## config.mk

```make
export PLATFORM = sky130hd
export DESIGN_NAME = frontend_top
export DESIGN_NICKNAME = d
export VERILOG_FILES = /design/src/source/frontend_pkg.sv /design/src/source/bpu_pkg.sv /design/src/source/ftq_entry_ram.sv /design/src/source/next_line_predictor.sv /design/src/source/ftq.sv /design/src/source/frontend_top.sv
export SDC_FILE = /design/constraint.sdc
export NUM_CORES = 1
export LEC_CHECK = 0
export BUFFER_PORTS_ARGS = -buffer_cell sky130_fd_sc_hd__buf_2
export CELL_PAD_IN_SITES_DETAIL_PLACEMENT = 0
export CELL_PAD_IN_SITES_GLOBAL_PLACEMENT = 1
export CORE_MARGIN = 2
export CORE_UTILIZATION = 45
export DETAILED_ROUTE_END_ITERATION = 6
export GPL_TIMING_DRIVEN = 0
export PLACE_DENSITY = 0.68
export SLEW_MARGIN = 40
export SYNTH_ARGS = -nofsm -noshare
export SYNTH_HDL_FRONTEND = slang
export SYNTH_HIERARCHICAL = 1
export SYNTH_SLANG_ARGS = --single-unit
```

## constraint.sdc

```tcl
create_clock -name clk -period 13.9 [get_ports clk]
set_input_delay 2.085 -clock clk [delete_from_list [all_inputs] [get_ports clk]]
set_output_delay 2.085 -clock clk [all_outputs]
set_load 0.01 [all_outputs]
```

## src/source/frontend_pkg.sv

```systemverilog
package frontend_pkg;

    // Address layout
    localparam int PC_WIDTH = 32;
    localparam int INST_OFFSET_BITS = 2;
    localparam int LINE_OFFSET_BITS = 5;

    // Instruction slots in one 32-byte line, counted minus one
    localparam int LEN_BITS = LINE_OFFSET_BITS - INST_OFFSET_BITS;

    // A block not aligned to this many offset bits spans two fetch halves
    localparam int FETCH_ALIGN_BITS = 3;

    // Queue index width for the default depth of 8
    localparam int FTQ_ID_BITS = 3;

    typedef logic [PC_WIDTH-1:0] pc_t;

    typedef logic [FTQ_ID_BITS-1:0] ftq_id_t;

    // One fetch block, from the predictor through the queue to the IFU
    typedef struct packed {
        logic                valid;
        pc_t                 start_pc;
        logic [LEN_BITS-1:0] length;
        logic                is_cross_cacheline;
    } fetch_block_t;

    // Backend view of the oldest committing block
    typedef struct packed {
        logic is_branch;
        logic is_conditional;
        logic is_taken;
    } commit_meta_t;

endpackage

```

## src/source/bpu_pkg.sv

```systemverilog
package bpu_pkg;

    // Saturating counter width
    localparam int CTR_BITS = 2;

    // Reset value, weakly not-taken
    localparam logic [CTR_BITS-1:0] CTR_WEAK_NT = 2'b01;

    // Stored next to each block in the queue
    typedef struct packed {
        logic [CTR_BITS-1:0] provider_ctr_bits;
        logic                predicted_taken;
    } pred_meta_t;

    // Training record sent back from the queue after a branch commit
    typedef struct packed {
        logic                valid;
        frontend_pkg::pc_t   start_pc;
        logic                is_cross_cacheline;
        logic                is_branch;
        logic                is_conditional;
        logic                is_taken;
        logic                predicted_taken;
        logic [CTR_BITS-1:0] provider_ctr_bits;
    } train_t;

endpackage

```

## src/source/ftq_entry_ram.sv

```systemverilog
`timescale 1ns/1ps

module ftq_entry_ram #(
    parameter int  DEPTH     = 8,
    parameter type payload_t = logic
) (
    input  logic                     clk,

    // Write port, driven by the predict pointer
    input  logic                     we_i,
    input  logic [$clog2(DEPTH)-1:0] waddr_i,
    input  payload_t                 wdata_i,

    // IFU side read
    input  logic [$clog2(DEPTH)-1:0] raddr_a_i,
    output payload_t                 rdata_a_o,

    // Commit side read
    input  logic [$clog2(DEPTH)-1:0] raddr_b_i,
    output payload_t                 rdata_b_o
);

    payload_t mem_q [DEPTH];

    always_ff @(posedge clk) begin
        if (we_i) begin
            mem_q[waddr_i] <= wdata_i;
        end
    end

    // Both reads are combinational
    assign rdata_a_o = mem_q[raddr_a_i];
    assign rdata_b_o = mem_q[raddr_b_i];

endmodule

```

## src/source/next_line_predictor.sv

```systemverilog
`timescale 1ns/1ps

module next_line_predictor #(
    parameter int                CTR_ENTRIES = 16,
    parameter frontend_pkg::pc_t RESET_PC    = 32'h8000_0000
) (
    input  logic                       clk,
    input  logic                       rst,

    input  logic                       full_i,
    input  logic                       flush_i,
    input  frontend_pkg::pc_t          redirect_pc_i,
    input  bpu_pkg::train_t            train_i,

    output frontend_pkg::fetch_block_t block_o,
    output bpu_pkg::pred_meta_t        meta_o
);

    localparam int IDX_BITS = $clog2(CTR_ENTRIES);
    localparam int IDX_LSB = frontend_pkg::INST_OFFSET_BITS;

    frontend_pkg::pc_t pc_q;
    frontend_pkg::pc_t next_line_pc;

    logic [frontend_pkg::LEN_BITS-1:0] line_slot;
    logic [IDX_BITS-1:0]               pred_idx;
    logic [IDX_BITS-1:0]               train_idx;

    logic [bpu_pkg::CTR_BITS-1:0] ctr_q [CTR_ENTRIES];

    // Slot of the current pc inside its cache line
    assign line_slot = pc_q[frontend_pkg::LINE_OFFSET_BITS-1:IDX_LSB];

    // Always sequential, first byte of the following line
    assign next_line_pc = {pc_q[frontend_pkg::PC_WIDTH-1:frontend_pkg::LINE_OFFSET_BITS] + 1'b1,
                           {frontend_pkg::LINE_OFFSET_BITS{1'b0}}};

    // Block runs from pc to the end of the line
    assign block_o.valid              = !full_i && !flush_i;
    assign block_o.start_pc           = pc_q;
    assign block_o.length             = ~line_slot;
    assign block_o.is_cross_cacheline = |pc_q[frontend_pkg::FETCH_ALIGN_BITS-1:0];

    always_ff @(posedge clk) begin
        if (rst) begin
            pc_q <= RESET_PC;
        end else if (flush_i) begin
            pc_q <= redirect_pc_i;
        end else if (block_o.valid) begin
            pc_q <= next_line_pc;
        end
    end

    assign pred_idx  = pc_q[IDX_BITS+IDX_LSB-1:IDX_LSB];
    assign train_idx = train_i.start_pc[IDX_BITS+IDX_LSB-1:IDX_LSB];

    // Counter msb gives the taken guess
    assign meta_o.provider_ctr_bits = ctr_q[pred_idx];
    assign meta_o.predicted_taken   = ctr_q[pred_idx][bpu_pkg::CTR_BITS-1];

    // Saturating update on conditional branch outcomes
    always_ff @(posedge clk) begin
        if (rst) begin
            for (int i = 0; i < CTR_ENTRIES; i++) begin
                ctr_q[i] <= bpu_pkg::CTR_WEAK_NT;
            end
        end else if (train_i.valid && train_i.is_conditional) begin
            if (train_i.is_taken && ctr_q[train_idx] != '1) begin
                ctr_q[train_idx] <= ctr_q[train_idx] + 1'b1;
            end else if (!train_i.is_taken && ctr_q[train_idx] != '0) begin
                ctr_q[train_idx] <= ctr_q[train_idx] - 1'b1;
            end
        end
    end

endmodule

```

## src/source/ftq.sv

```systemverilog
`timescale 1ns/1ps

module ftq #(
    parameter int FTQ_SIZE     = 8,
    parameter int COMMIT_WIDTH = 2
) (
    input  logic                          clk,
    input  logic                          rst,

    // Predictor side
    input  frontend_pkg::fetch_block_t    block_i,
    input  bpu_pkg::pred_meta_t           meta_i,
    output logic                          full_o,

    // IFU side, accept comes back in the same cycle
    output frontend_pkg::fetch_block_t    ifu_block_o,
    output logic [$clog2(FTQ_SIZE)-1:0]   ifu_ftq_id_o,
    input  logic                          ifu_accept_i,

    // Backend commit
    input  logic [COMMIT_WIDTH-1:0]       commit_mask_i,
    input  logic [$clog2(FTQ_SIZE)-1:0]   commit_ftq_id_i,
    input  frontend_pkg::commit_meta_t    commit_meta_i,

    // Backend flush
    input  logic                          flush_i,
    input  logic [$clog2(FTQ_SIZE)-1:0]   flush_ftq_id_i,

    output bpu_pkg::train_t               train_o
);

    localparam int IDX_W = $clog2(FTQ_SIZE);

    typedef logic [IDX_W-1:0] idx_t;

    idx_t pred_ptr_q;
    idx_t ifu_ptr_q;
    idx_t commit_ptr_q;
    idx_t flush_span;

    logic [FTQ_SIZE-1:0] valid_q;
    logic [FTQ_SIZE-1:0] valid_d;

    logic [$clog2(COMMIT_WIDTH):0] commit_num;

    frontend_pkg::fetch_block_t ifu_rd_block;
    frontend_pkg::fetch_block_t cmt_rd_block;
    bpu_pkg::pred_meta_t        cmt_rd_meta;

    ftq_entry_ram #(
        .DEPTH     (FTQ_SIZE),
        .payload_t (frontend_pkg::fetch_block_t)
    ) u_block_ram (
        .clk       (clk),
        .we_i      (block_i.valid),
        .waddr_i   (pred_ptr_q),
        .wdata_i   (block_i),
        .raddr_a_i (ifu_ptr_q),
        .rdata_a_o (ifu_rd_block),
        .raddr_b_i (commit_ftq_id_i),
        .rdata_b_o (cmt_rd_block)
    );

    // Meta is only needed on the commit side
    ftq_entry_ram #(
        .DEPTH     (FTQ_SIZE),
        .payload_t (bpu_pkg::pred_meta_t)
    ) u_meta_ram (
        .clk       (clk),
        .we_i      (block_i.valid),
        .waddr_i   (pred_ptr_q),
        .wdata_i   (meta_i),
        .raddr_a_i ('0),
        .rdata_a_o (),
        .raddr_b_i (commit_ftq_id_i),
        .rdata_b_o (cmt_rd_meta)
    );

    always_comb begin
        commit_num = '0;
        for (int i = 0; i < COMMIT_WIDTH; i++) begin
            commit_num = commit_num + commit_mask_i[i];
        end
    end

    // One slot stays empty so full and empty differ
    assign full_o = (idx_t'(pred_ptr_q + 1'b1) == commit_ptr_q);

    assign flush_span = flush_ftq_id_i - commit_ptr_q;

    always_comb begin
        idx_t slot;
        valid_d = valid_q;
        for (int i = 0; i < COMMIT_WIDTH; i++) begin
            slot = commit_ptr_q + idx_t'(i);
            if (i < commit_num) begin
                valid_d[slot] = 1'b0;
            end
        end
        if (block_i.valid) begin
            valid_d[pred_ptr_q] = 1'b1;
        end
        // Keep only commit pointer through the flushed block
        if (flush_i) begin
            for (int i = 0; i < FTQ_SIZE; i++) begin
                slot = idx_t'(i) - commit_ptr_q;
                if (slot > flush_span) begin
                    valid_d[i] = 1'b0;
                end
            end
        end
    end

    always_ff @(posedge clk) begin
        if (rst) begin
            valid_q      <= '0;
            pred_ptr_q   <= '0;
            ifu_ptr_q    <= '0;
            commit_ptr_q <= '0;
        end else begin
            valid_q      <= valid_d;
            commit_ptr_q <= commit_ptr_q + idx_t'(commit_num);
            if (flush_i) begin
                // Restart just after the flushed block
                pred_ptr_q <= flush_ftq_id_i + 1'b1;
                ifu_ptr_q  <= flush_ftq_id_i + 1'b1;
            end else begin
                if (block_i.valid) begin
                    pred_ptr_q <= pred_ptr_q + 1'b1;
                end
                if (ifu_accept_i) begin
                    ifu_ptr_q <= ifu_ptr_q + 1'b1;
                end
            end
        end
    end

    // Slot valid comes from the queue state, not the stored copy
    always_comb begin
        ifu_block_o       = ifu_rd_block;
        ifu_block_o.valid = valid_q[ifu_ptr_q];
    end

    assign ifu_ftq_id_o = ifu_ptr_q;

    // Training record, one cycle after a branch block commits
    always_ff @(posedge clk) begin
        if (rst) begin
            train_o <= '0;
        end else begin
            train_o <= '0;
            if (commit_mask_i[0] && commit_meta_i.is_branch) begin
                train_o.valid              <= 1'b1;
                train_o.start_pc           <= cmt_rd_block.start_pc;
                train_o.is_cross_cacheline <= cmt_rd_block.is_cross_cacheline;
                train_o.is_branch          <= commit_meta_i.is_branch;
                train_o.is_conditional     <= commit_meta_i.is_conditional;
                train_o.is_taken           <= commit_meta_i.is_taken;
                train_o.predicted_taken    <= cmt_rd_meta.predicted_taken;
                train_o.provider_ctr_bits  <= cmt_rd_meta.provider_ctr_bits;
            end
        end
    end

    // IFU may only take a block the queue holds
    a_accept_valid: assert property (@(posedge clk) disable iff (rst)
        ifu_accept_i |-> ifu_block_o.valid);

    for (genvar g = 0; g < COMMIT_WIDTH; g++) begin : g_commit_chk
        a_commit_valid: assert property (@(posedge clk) disable iff (rst)
            commit_mask_i[g] |-> valid_q[commit_ptr_q + idx_t'(g)]);
    end

endmodule

```

## src/source/frontend_top.sv

```systemverilog
`timescale 1ns/1ps

module frontend_top #(
    parameter int                FTQ_SIZE     = 8,
    parameter int                COMMIT_WIDTH = 2,
    parameter int                CTR_ENTRIES  = 16,
    parameter frontend_pkg::pc_t RESET_PC     = 32'h8000_0000
) (
    input  logic                        clk,
    input  logic                        rst,

    // Backend
    input  frontend_pkg::pc_t           redirect_pc_i,
    input  logic                        flush_i,
    input  logic [$clog2(FTQ_SIZE)-1:0] flush_ftq_id_i,
    input  logic [COMMIT_WIDTH-1:0]     commit_mask_i,
    input  logic [$clog2(FTQ_SIZE)-1:0] commit_ftq_id_i,
    input  frontend_pkg::commit_meta_t  commit_meta_i,

    // IFU
    input  logic                        ifu_accept_i,
    output frontend_pkg::fetch_block_t  ifu_block_o,
    output logic [$clog2(FTQ_SIZE)-1:0] ifu_ftq_id_o,

    // Status
    output logic                        full_o,
    output bpu_pkg::train_t             train_o
);

    frontend_pkg::fetch_block_t pred_block;
    bpu_pkg::pred_meta_t        pred_meta;

    next_line_predictor #(
        .CTR_ENTRIES   (CTR_ENTRIES),
        .RESET_PC      (RESET_PC)
    ) u_predictor (
        .clk           (clk),
        .rst           (rst),
        .full_i        (full_o),
        .flush_i       (flush_i),
        .redirect_pc_i (redirect_pc_i),
        .train_i       (train_o),
        .block_o       (pred_block),
        .meta_o        (pred_meta)
    );

    ftq #(
        .FTQ_SIZE        (FTQ_SIZE),
        .COMMIT_WIDTH    (COMMIT_WIDTH)
    ) u_ftq (
        .clk             (clk),
        .rst             (rst),
        .block_i         (pred_block),
        .meta_i          (pred_meta),
        .full_o          (full_o),
        .ifu_block_o     (ifu_block_o),
        .ifu_ftq_id_o    (ifu_ftq_id_o),
        .ifu_accept_i    (ifu_accept_i),
        .commit_mask_i   (commit_mask_i),
        .commit_ftq_id_i (commit_ftq_id_i),
        .commit_meta_i   (commit_meta_i),
        .flush_i         (flush_i),
        .flush_ftq_id_i  (flush_ftq_id_i),
        .train_o         (train_o)
    );

endmodule

```

==> results of run 1 <==
routing by layer:
layer  part of all wire, %  GRT usage, %
met5                     0             0
met4                   1.9          5.07
met2                    50          38.3
met3                   5.3          3.35
met1                    43          31.1
registers in the layout (all words and copies together) (netlist names), 8 cells and up, named ones only:
| signal | cells |
|---|---|
| u_predictor/pc_q | 32 |
| u_predictor/ctr_q | 32 |
| u_ftq/u_block_ram/mem_q | 288 |
| u_ftq/u_meta_ram/mem_q | 24 |
| u_ftq/train_o | 40 |
| u_ftq/valid_q | 8 |
power groups by stage:
stage               combinational, W  sequential (W)  clock [W]
global placement            0.000423         0.00155          0
CTS                         0.000445         0.00152    0.00125
global route                0.000479         0.00152    0.00130
detailed placement          0.000444         0.00154          0
finish                      0.000441         0.00152    0.00122
floorplan                   0.000293         0.00153          0
worst min-delay path by stage:
stage,end,start,slack (ns)
3_3_place_gp,u_ftq/valid_q[2],u_ftq/valid_q[2],0.50
3_5_place_dp,u_ftq/valid_q[2],u_ftq/valid_q[2],0.49
6_report,u_ftq/valid_q[2],u_ftq/valid_q[2],0.50
2_1_floorplan,u_ftq/valid_q[2],u_ftq/valid_q[2],0.46
4_1_cts,u_ftq/valid_q[2],u_ftq/valid_q[2],0.50
5_1_grt,u_ftq/valid_q[2],u_ftq/valid_q[2],0.56
layout make-up:
class	instances	area (sq um)	share of cell area (%)
sequential	437	12200	50.5
multi-input combinational	697	7940	32.9
clock buffer	66	1330	5.51
timing repair buffer	156	1050	4.36
tap	600	751	3.11
buffer	86	584	2.42
clock inverter	21	180	0.746
inverter	34	128	0.528
metrics by stage:
| stage | instances | total power (W) | cell area (sq um) |
|---|---|---|---|
| after floorplan | 1254 | 0.00182 | 20800 |
| after global placement | 1979 | 0.00197 | 22200 |
| after detailed placement | 2009 | 0.00199 | 22600 |
| after CTS | 2096 | 0.00322 | 24100 |
| after global routing | 2097 | 0.00331 | 24200 |
| final | 2097 | 0.00318 | 24200 |
worst max-delay path, cell delays in order:
cell      delay, ns
buf_2          0.16
clkbuf_1       0.28
clkbuf_1       0.36
buf_1          0.36
nor2_1         0.63
nand2_1        0.38
nor3_2         0.57
buf_4          0.27
buf_2          0.17
buf_4          0.19
buf_4          0.19
==> impl_metrics.ini, run 1 <==
[power]
p_switching_w = 0.000783
share_seq_of_total_power_pct = 47.7
swShare_pct = 24.6
combPwrFrac_pct = 13.8
p_clk_share_pct = 38.5
p_int_w = 0.00240
p_leak_nw = 8.20
p_per_area_nw_per_um2 = 132
ir_worst_vdd_mv = 0.0769

[routing]
drt_iter0_drc = 1159
drc_errors = 0
wl_per_cell_um = 25.4
num_vias = 12477
via_per_inst = 5.95
routed_wl_um = 53200
ant_nets = 0
drt_pass1_iterations = 6

[cts]
tritoncts = yes
post_cts_resized = 0
cts_made_buffers = 47
hold_buffers = 0
cts_sinks = 437
htree_levels = 2
cts_setup_buffers = 0
cts.clk_slew.worst_paths_ns = 0.06
clk_latency_ns = 0.58
clock_path_buffers = 3
cts_root_buf = clkbuf_16

[critical_path]
reg2reg_to = u_ftq/u_block_ram/mem_q[4][15]
cp-start-kind = input pin
critPathLaunch = flush_i
critPathCapture = u_ftq/u_block_ram/mem_q[4][15]
critical_path_class = input pin to flop
critical_path.max_fanout = 11
critPathRequiredTime_ns = 14.19
reg2reg_from = u_ftq/pred_ptr_q[1]
worstSetupEndpointType = flop
r2r_cells = 12
r2r_slack_ns = 9.47
crit_arrival_ns = 5.69

[cells_and_area]
final_common_cell = edfxtp_1
mostFrequentLayoutCells = edfxtp_1 (344), buf_2 (142), mux4_2 (114)
nFillCells = 3807
drive_gt1_share_pct = 31.1
final_nets = 1532
utilization_pct = 53.1
synthToLayoutAreaGrowth_pct = 16.3
n_antenna_cell = 0

[grt]
grt_usage_pct = 22.6
antenna_found_initial = 1
grt-ovfl-total = 0
grt_pass1_wl_um = 79100
grt_max_degree = 17
grt_pass1_vias = 12660

[timing]
fin_crit_ns = 5.40
worst-slew-pin-transition_ns = 0.900
maxSlewHeadroom_pct = 40.0
drv_slew = 0
final.setup.tns_ns = 0
holdWs_ns = 0.505
timing.final.hold_violations = 0
fin_ws_ns = 8.50
fmax_mhz = 185
finalCritPeriodShare_pct = 38.9
rsz0062_at_grt = no
skew_ns = 0.0111
setup_viol = 0

[die]
ios = 128
start_util_pct = 45.7
die_h_um = 219
rows = 78
dieArea_sq_um = 47900
design.core.area_sq_um = 45500
die_w_um = 219

[outcome]
status = completed

[logic_synthesis]
yosys_warnings = 6
syn-cell-area_sq_um = 20800
syn_nets = 1327
avgSynthCellArea_sq_um = 16.6
synthCells = 1254

[worst_hold_path]
hold_path.class = flop to flop
whs_path_depth = 2

[job]
cap_violations = 0

[place]
dp_slack_ns = 7.94
port_buffers = 125
dpl.hpwl_um = 36900
globalplace.congestion = 0.812
Power figures use the tool's default switching activity.
==> run 2, diff against run 1 <==
--- a/config.mk
+++ b/config.mk
@@ -5,6 +5,7 @@
 export SDC_FILE = /design/constraint.sdc
 export NUM_CORES = 1
 export LEC_CHECK = 0
+export ABC_AREA = 1
 export BUFFER_PORTS_ARGS = -buffer_cell sky130_fd_sc_hd__buf_2
 export CELL_PAD_IN_SITES_DETAIL_PLACEMENT = 0
 export CELL_PAD_IN_SITES_GLOBAL_PLACEMENT = 1
@@ -12,7 +13,7 @@
 export CORE_UTILIZATION = 45
 export DETAILED_ROUTE_END_ITERATION = 6
 export GPL_TIMING_DRIVEN = 0
-export PLACE_DENSITY = 0.68
+export PLACE_DENSITY = 0.77
 export SLEW_MARGIN = 40
 export SYNTH_ARGS = -nofsm -noshare
 export SYNTH_HDL_FRONTEND = slang
==> constraint.sdc (replaced) <==
create_clock -name clk -period 5.34 [get_ports clk]
set_input_delay 0.801 -clock clk [delete_from_list [all_inputs] [get_ports clk]]
set_output_delay 0.801 -clock clk [all_outputs]
set_load 0.01 [all_outputs]
==> run 2 against run 1 <==
Compared with the run above:
- highest routed layer unchanged
- first-iteration DRC count increased by 42%
- combinational power increased to 3.5 times the previous value
- routed wire length increased by 41%
- largest cell class unchanged
- die area increased by 12%
- clock-buffer cell count increased by 7
- global-route usage increased by 5.5 points
- critical path type is now flop to flop
- critical path depth decreased by 1
- via count increased by 63%
- cell count increased by 87%
- largest power group unchanged
==> impl_metrics.ini, run 2 <==
[outcome]
status = completed

[timing]
fin_crit_ns = 3.79
worst-slew-pin-transition_ns = 0.895
timing.final.hold_violations = 0
finalCritPeriodShare_pct = 70.9
rsz0062_at_grt = no
fmax_mhz = 264
fin_ws_ns = 1.55
setup_viol = 0
skew_ns = 0.0234
maxSlewHeadroom_pct = 40.3
drv_slew = 0

[critical_path]
critical_path_class = flop to flop
reg2reg_from = u_ftq/pred_ptr_q[1]
critical_path.max_fanout = 14
cp-start-kind = flop
r2r_slack_ns = 1.55
r2r_cells = 10
worstSetupEndpointType = flop
critPathRequiredTime_ns = 5.65
crit_arrival_ns = 4.09
reg2reg_to = u_ftq/u_block_ram/mem_q[2][18]

[routing]
via_per_inst = 5.21
wl_per_cell_um = 19.3
ant_nets = 0
drc_errors = 0
drt_iter0_drc = 1646
routed_wl_um = 75300
drt_pass1_iterations = 6
num_vias = 20380

[cells_and_area]
largest-register = u_ftq/u_block_ram/mem_q
synthToLayoutAreaGrowth_pct = 15.8
nFillCells = 4927
mostFrequentLayoutCells = nand2_1 (1225), inv_1 (459), edfxtp_1 (344)
final_common_cell = nand2_1
largest_reg_flops = 288
final_nets = 3262
top_regs = u_ftq/u_block_ram/mem_q (288), u_ftq/train_o (40)
drive_gt1_share_pct = 12.4

[worst_hold_path]
holdPathEnd = u_ftq/train_o[3]
whs_path_depth = 3
hold_path.class = input pin to flop
min_from = commit_meta_i[0]

[logic_synthesis]
syn_nets = 3066
synthCells = 2993
avgSynthCellArea_sq_um = 7.82
yosys_warnings = 6
syn-cell-area_sq_um = 23400

[power]
p_per_area_nw_per_um2 = 337
finalPower_w = 0.00913
ir_worst_vdd_mv = 0.289
p_leak_nw = 13.0

[grt]
grt-ovfl-total = 0
antenna_found_initial = 0
grt_max_degree = 17
grt_pass1_vias = 19781
grt_usage_pct = 28.1
grt_pass1_wl_um = 114000

[die]
start_util_pct = 45.6
die_w_um = 232
dieArea_sq_um = 53900
ios = 128
design.core.area_sq_um = 51400
die_h_um = 232
rows = 83

[place]
port_buffers = 127
globalplace.congestion = 0.884
dp_slack_ns = 1.22
dpl.hpwl_um = 53000

[job]
cap_violations = 0

[cts]
htree_levels = 2
cts_sinks = 437
tritoncts = yes
hold_buffers = 0
cts_made_buffers = 49
cts.clk_slew.worst_paths_ns = 0.06
post_cts_resized = 0
clk_latency_ns = 0.60
cts_root_buf = clkbuf_16
clock_path_buffers = 3
cts_setup_buffers = 0
run 2: where the power goes:
group	switching (W)	internal, W	total (W)
clock network	0.00139	0.00226	0.00365
logic	0.00103	0.000493	0.00153
registers	0.000113	0.00384	0.00396
total	0.00254	0.00659	0.00913
run 2: how the worst max path moves through the flow:
stage	slack, ns	start	depth (start not counted)	end
floorplan	1.47	u_ftq/pred_ptr_q[1]	8	u_ftq/u_block_ram/mem_q[1][0]
global placement	-1.24	u_ftq/pred_ptr_q[1]	8	u_ftq/u_block_ram/mem_q[2][19]
detailed placement	1.22	u_ftq/pred_ptr_q[1]	10	u_ftq/u_block_ram/mem_q[2][19]
CTS	1.21	u_ftq/pred_ptr_q[1]	10	u_ftq/u_block_ram/mem_q[2][18]
global route	1.37	u_ftq/pred_ptr_q[1]	10	u_ftq/u_block_ram/mem_q[2][18]
finish	1.55	u_ftq/pred_ptr_q[1]	10	u_ftq/u_block_ram/mem_q[2][18]
run 2: layer usage:
metal | GRT usage (%) | share of wire [%]
met5 | 0 | 0
met1 | 36.9 | 42
met2 | 47.3 | 47
met3 | 3.47 | 7.5
met4 | 11.0 | 3.3
run 2: layout make-up:
cell class / instances / area [sq um] / share of cell area, %
clock buffer: 73 / 1480 / 5.46
inverter: 469 / 1780 / 6.56
multi-input combinational: 1937 / 8540 / 31.5
buffer: 150 / 967 / 3.57
tap: 680 / 851 / 3.14
antenna: 1 / 2.50 / 0.00923
clock inverter: 19 / 278 / 1.02
sequential: 437 / 12200 / 44.9
timing repair buffer: 145 / 1030 / 3.80
run 2: stage by stage:
stage / cells / instance area, sq um / hold WS, ns / utilization (%) / setup TNS [ns]
finish: 3911 / 27100 / 0.410 / 52.8 / 0
global route: 3910 / 27100 / 0.415 / 52.8 / 0
CTS: 3910 / 27100 / 0.382 / 52.8 / 0
detailed placement: 3818 / 25400 / 0.547 / 49.3 / 0
global placement: 3800 / 24900 / 0.542 / 48.4 / -296.30
floorplan: 2993 / 23400 / 0.516 / - / 0
run 2: worst max-delay path, cell delays in order (launching register included):
cell      delay [ns]
dfxtp_1         0.60
ha_1            0.25
xor2_1          0.22
xor2_1          0.20
nor3_2          0.12
nor2_1          0.31
clkbuf_2        0.43
nand2_1         0.32
nor2_4          0.56
buf_8           0.28
buf_16          0.18
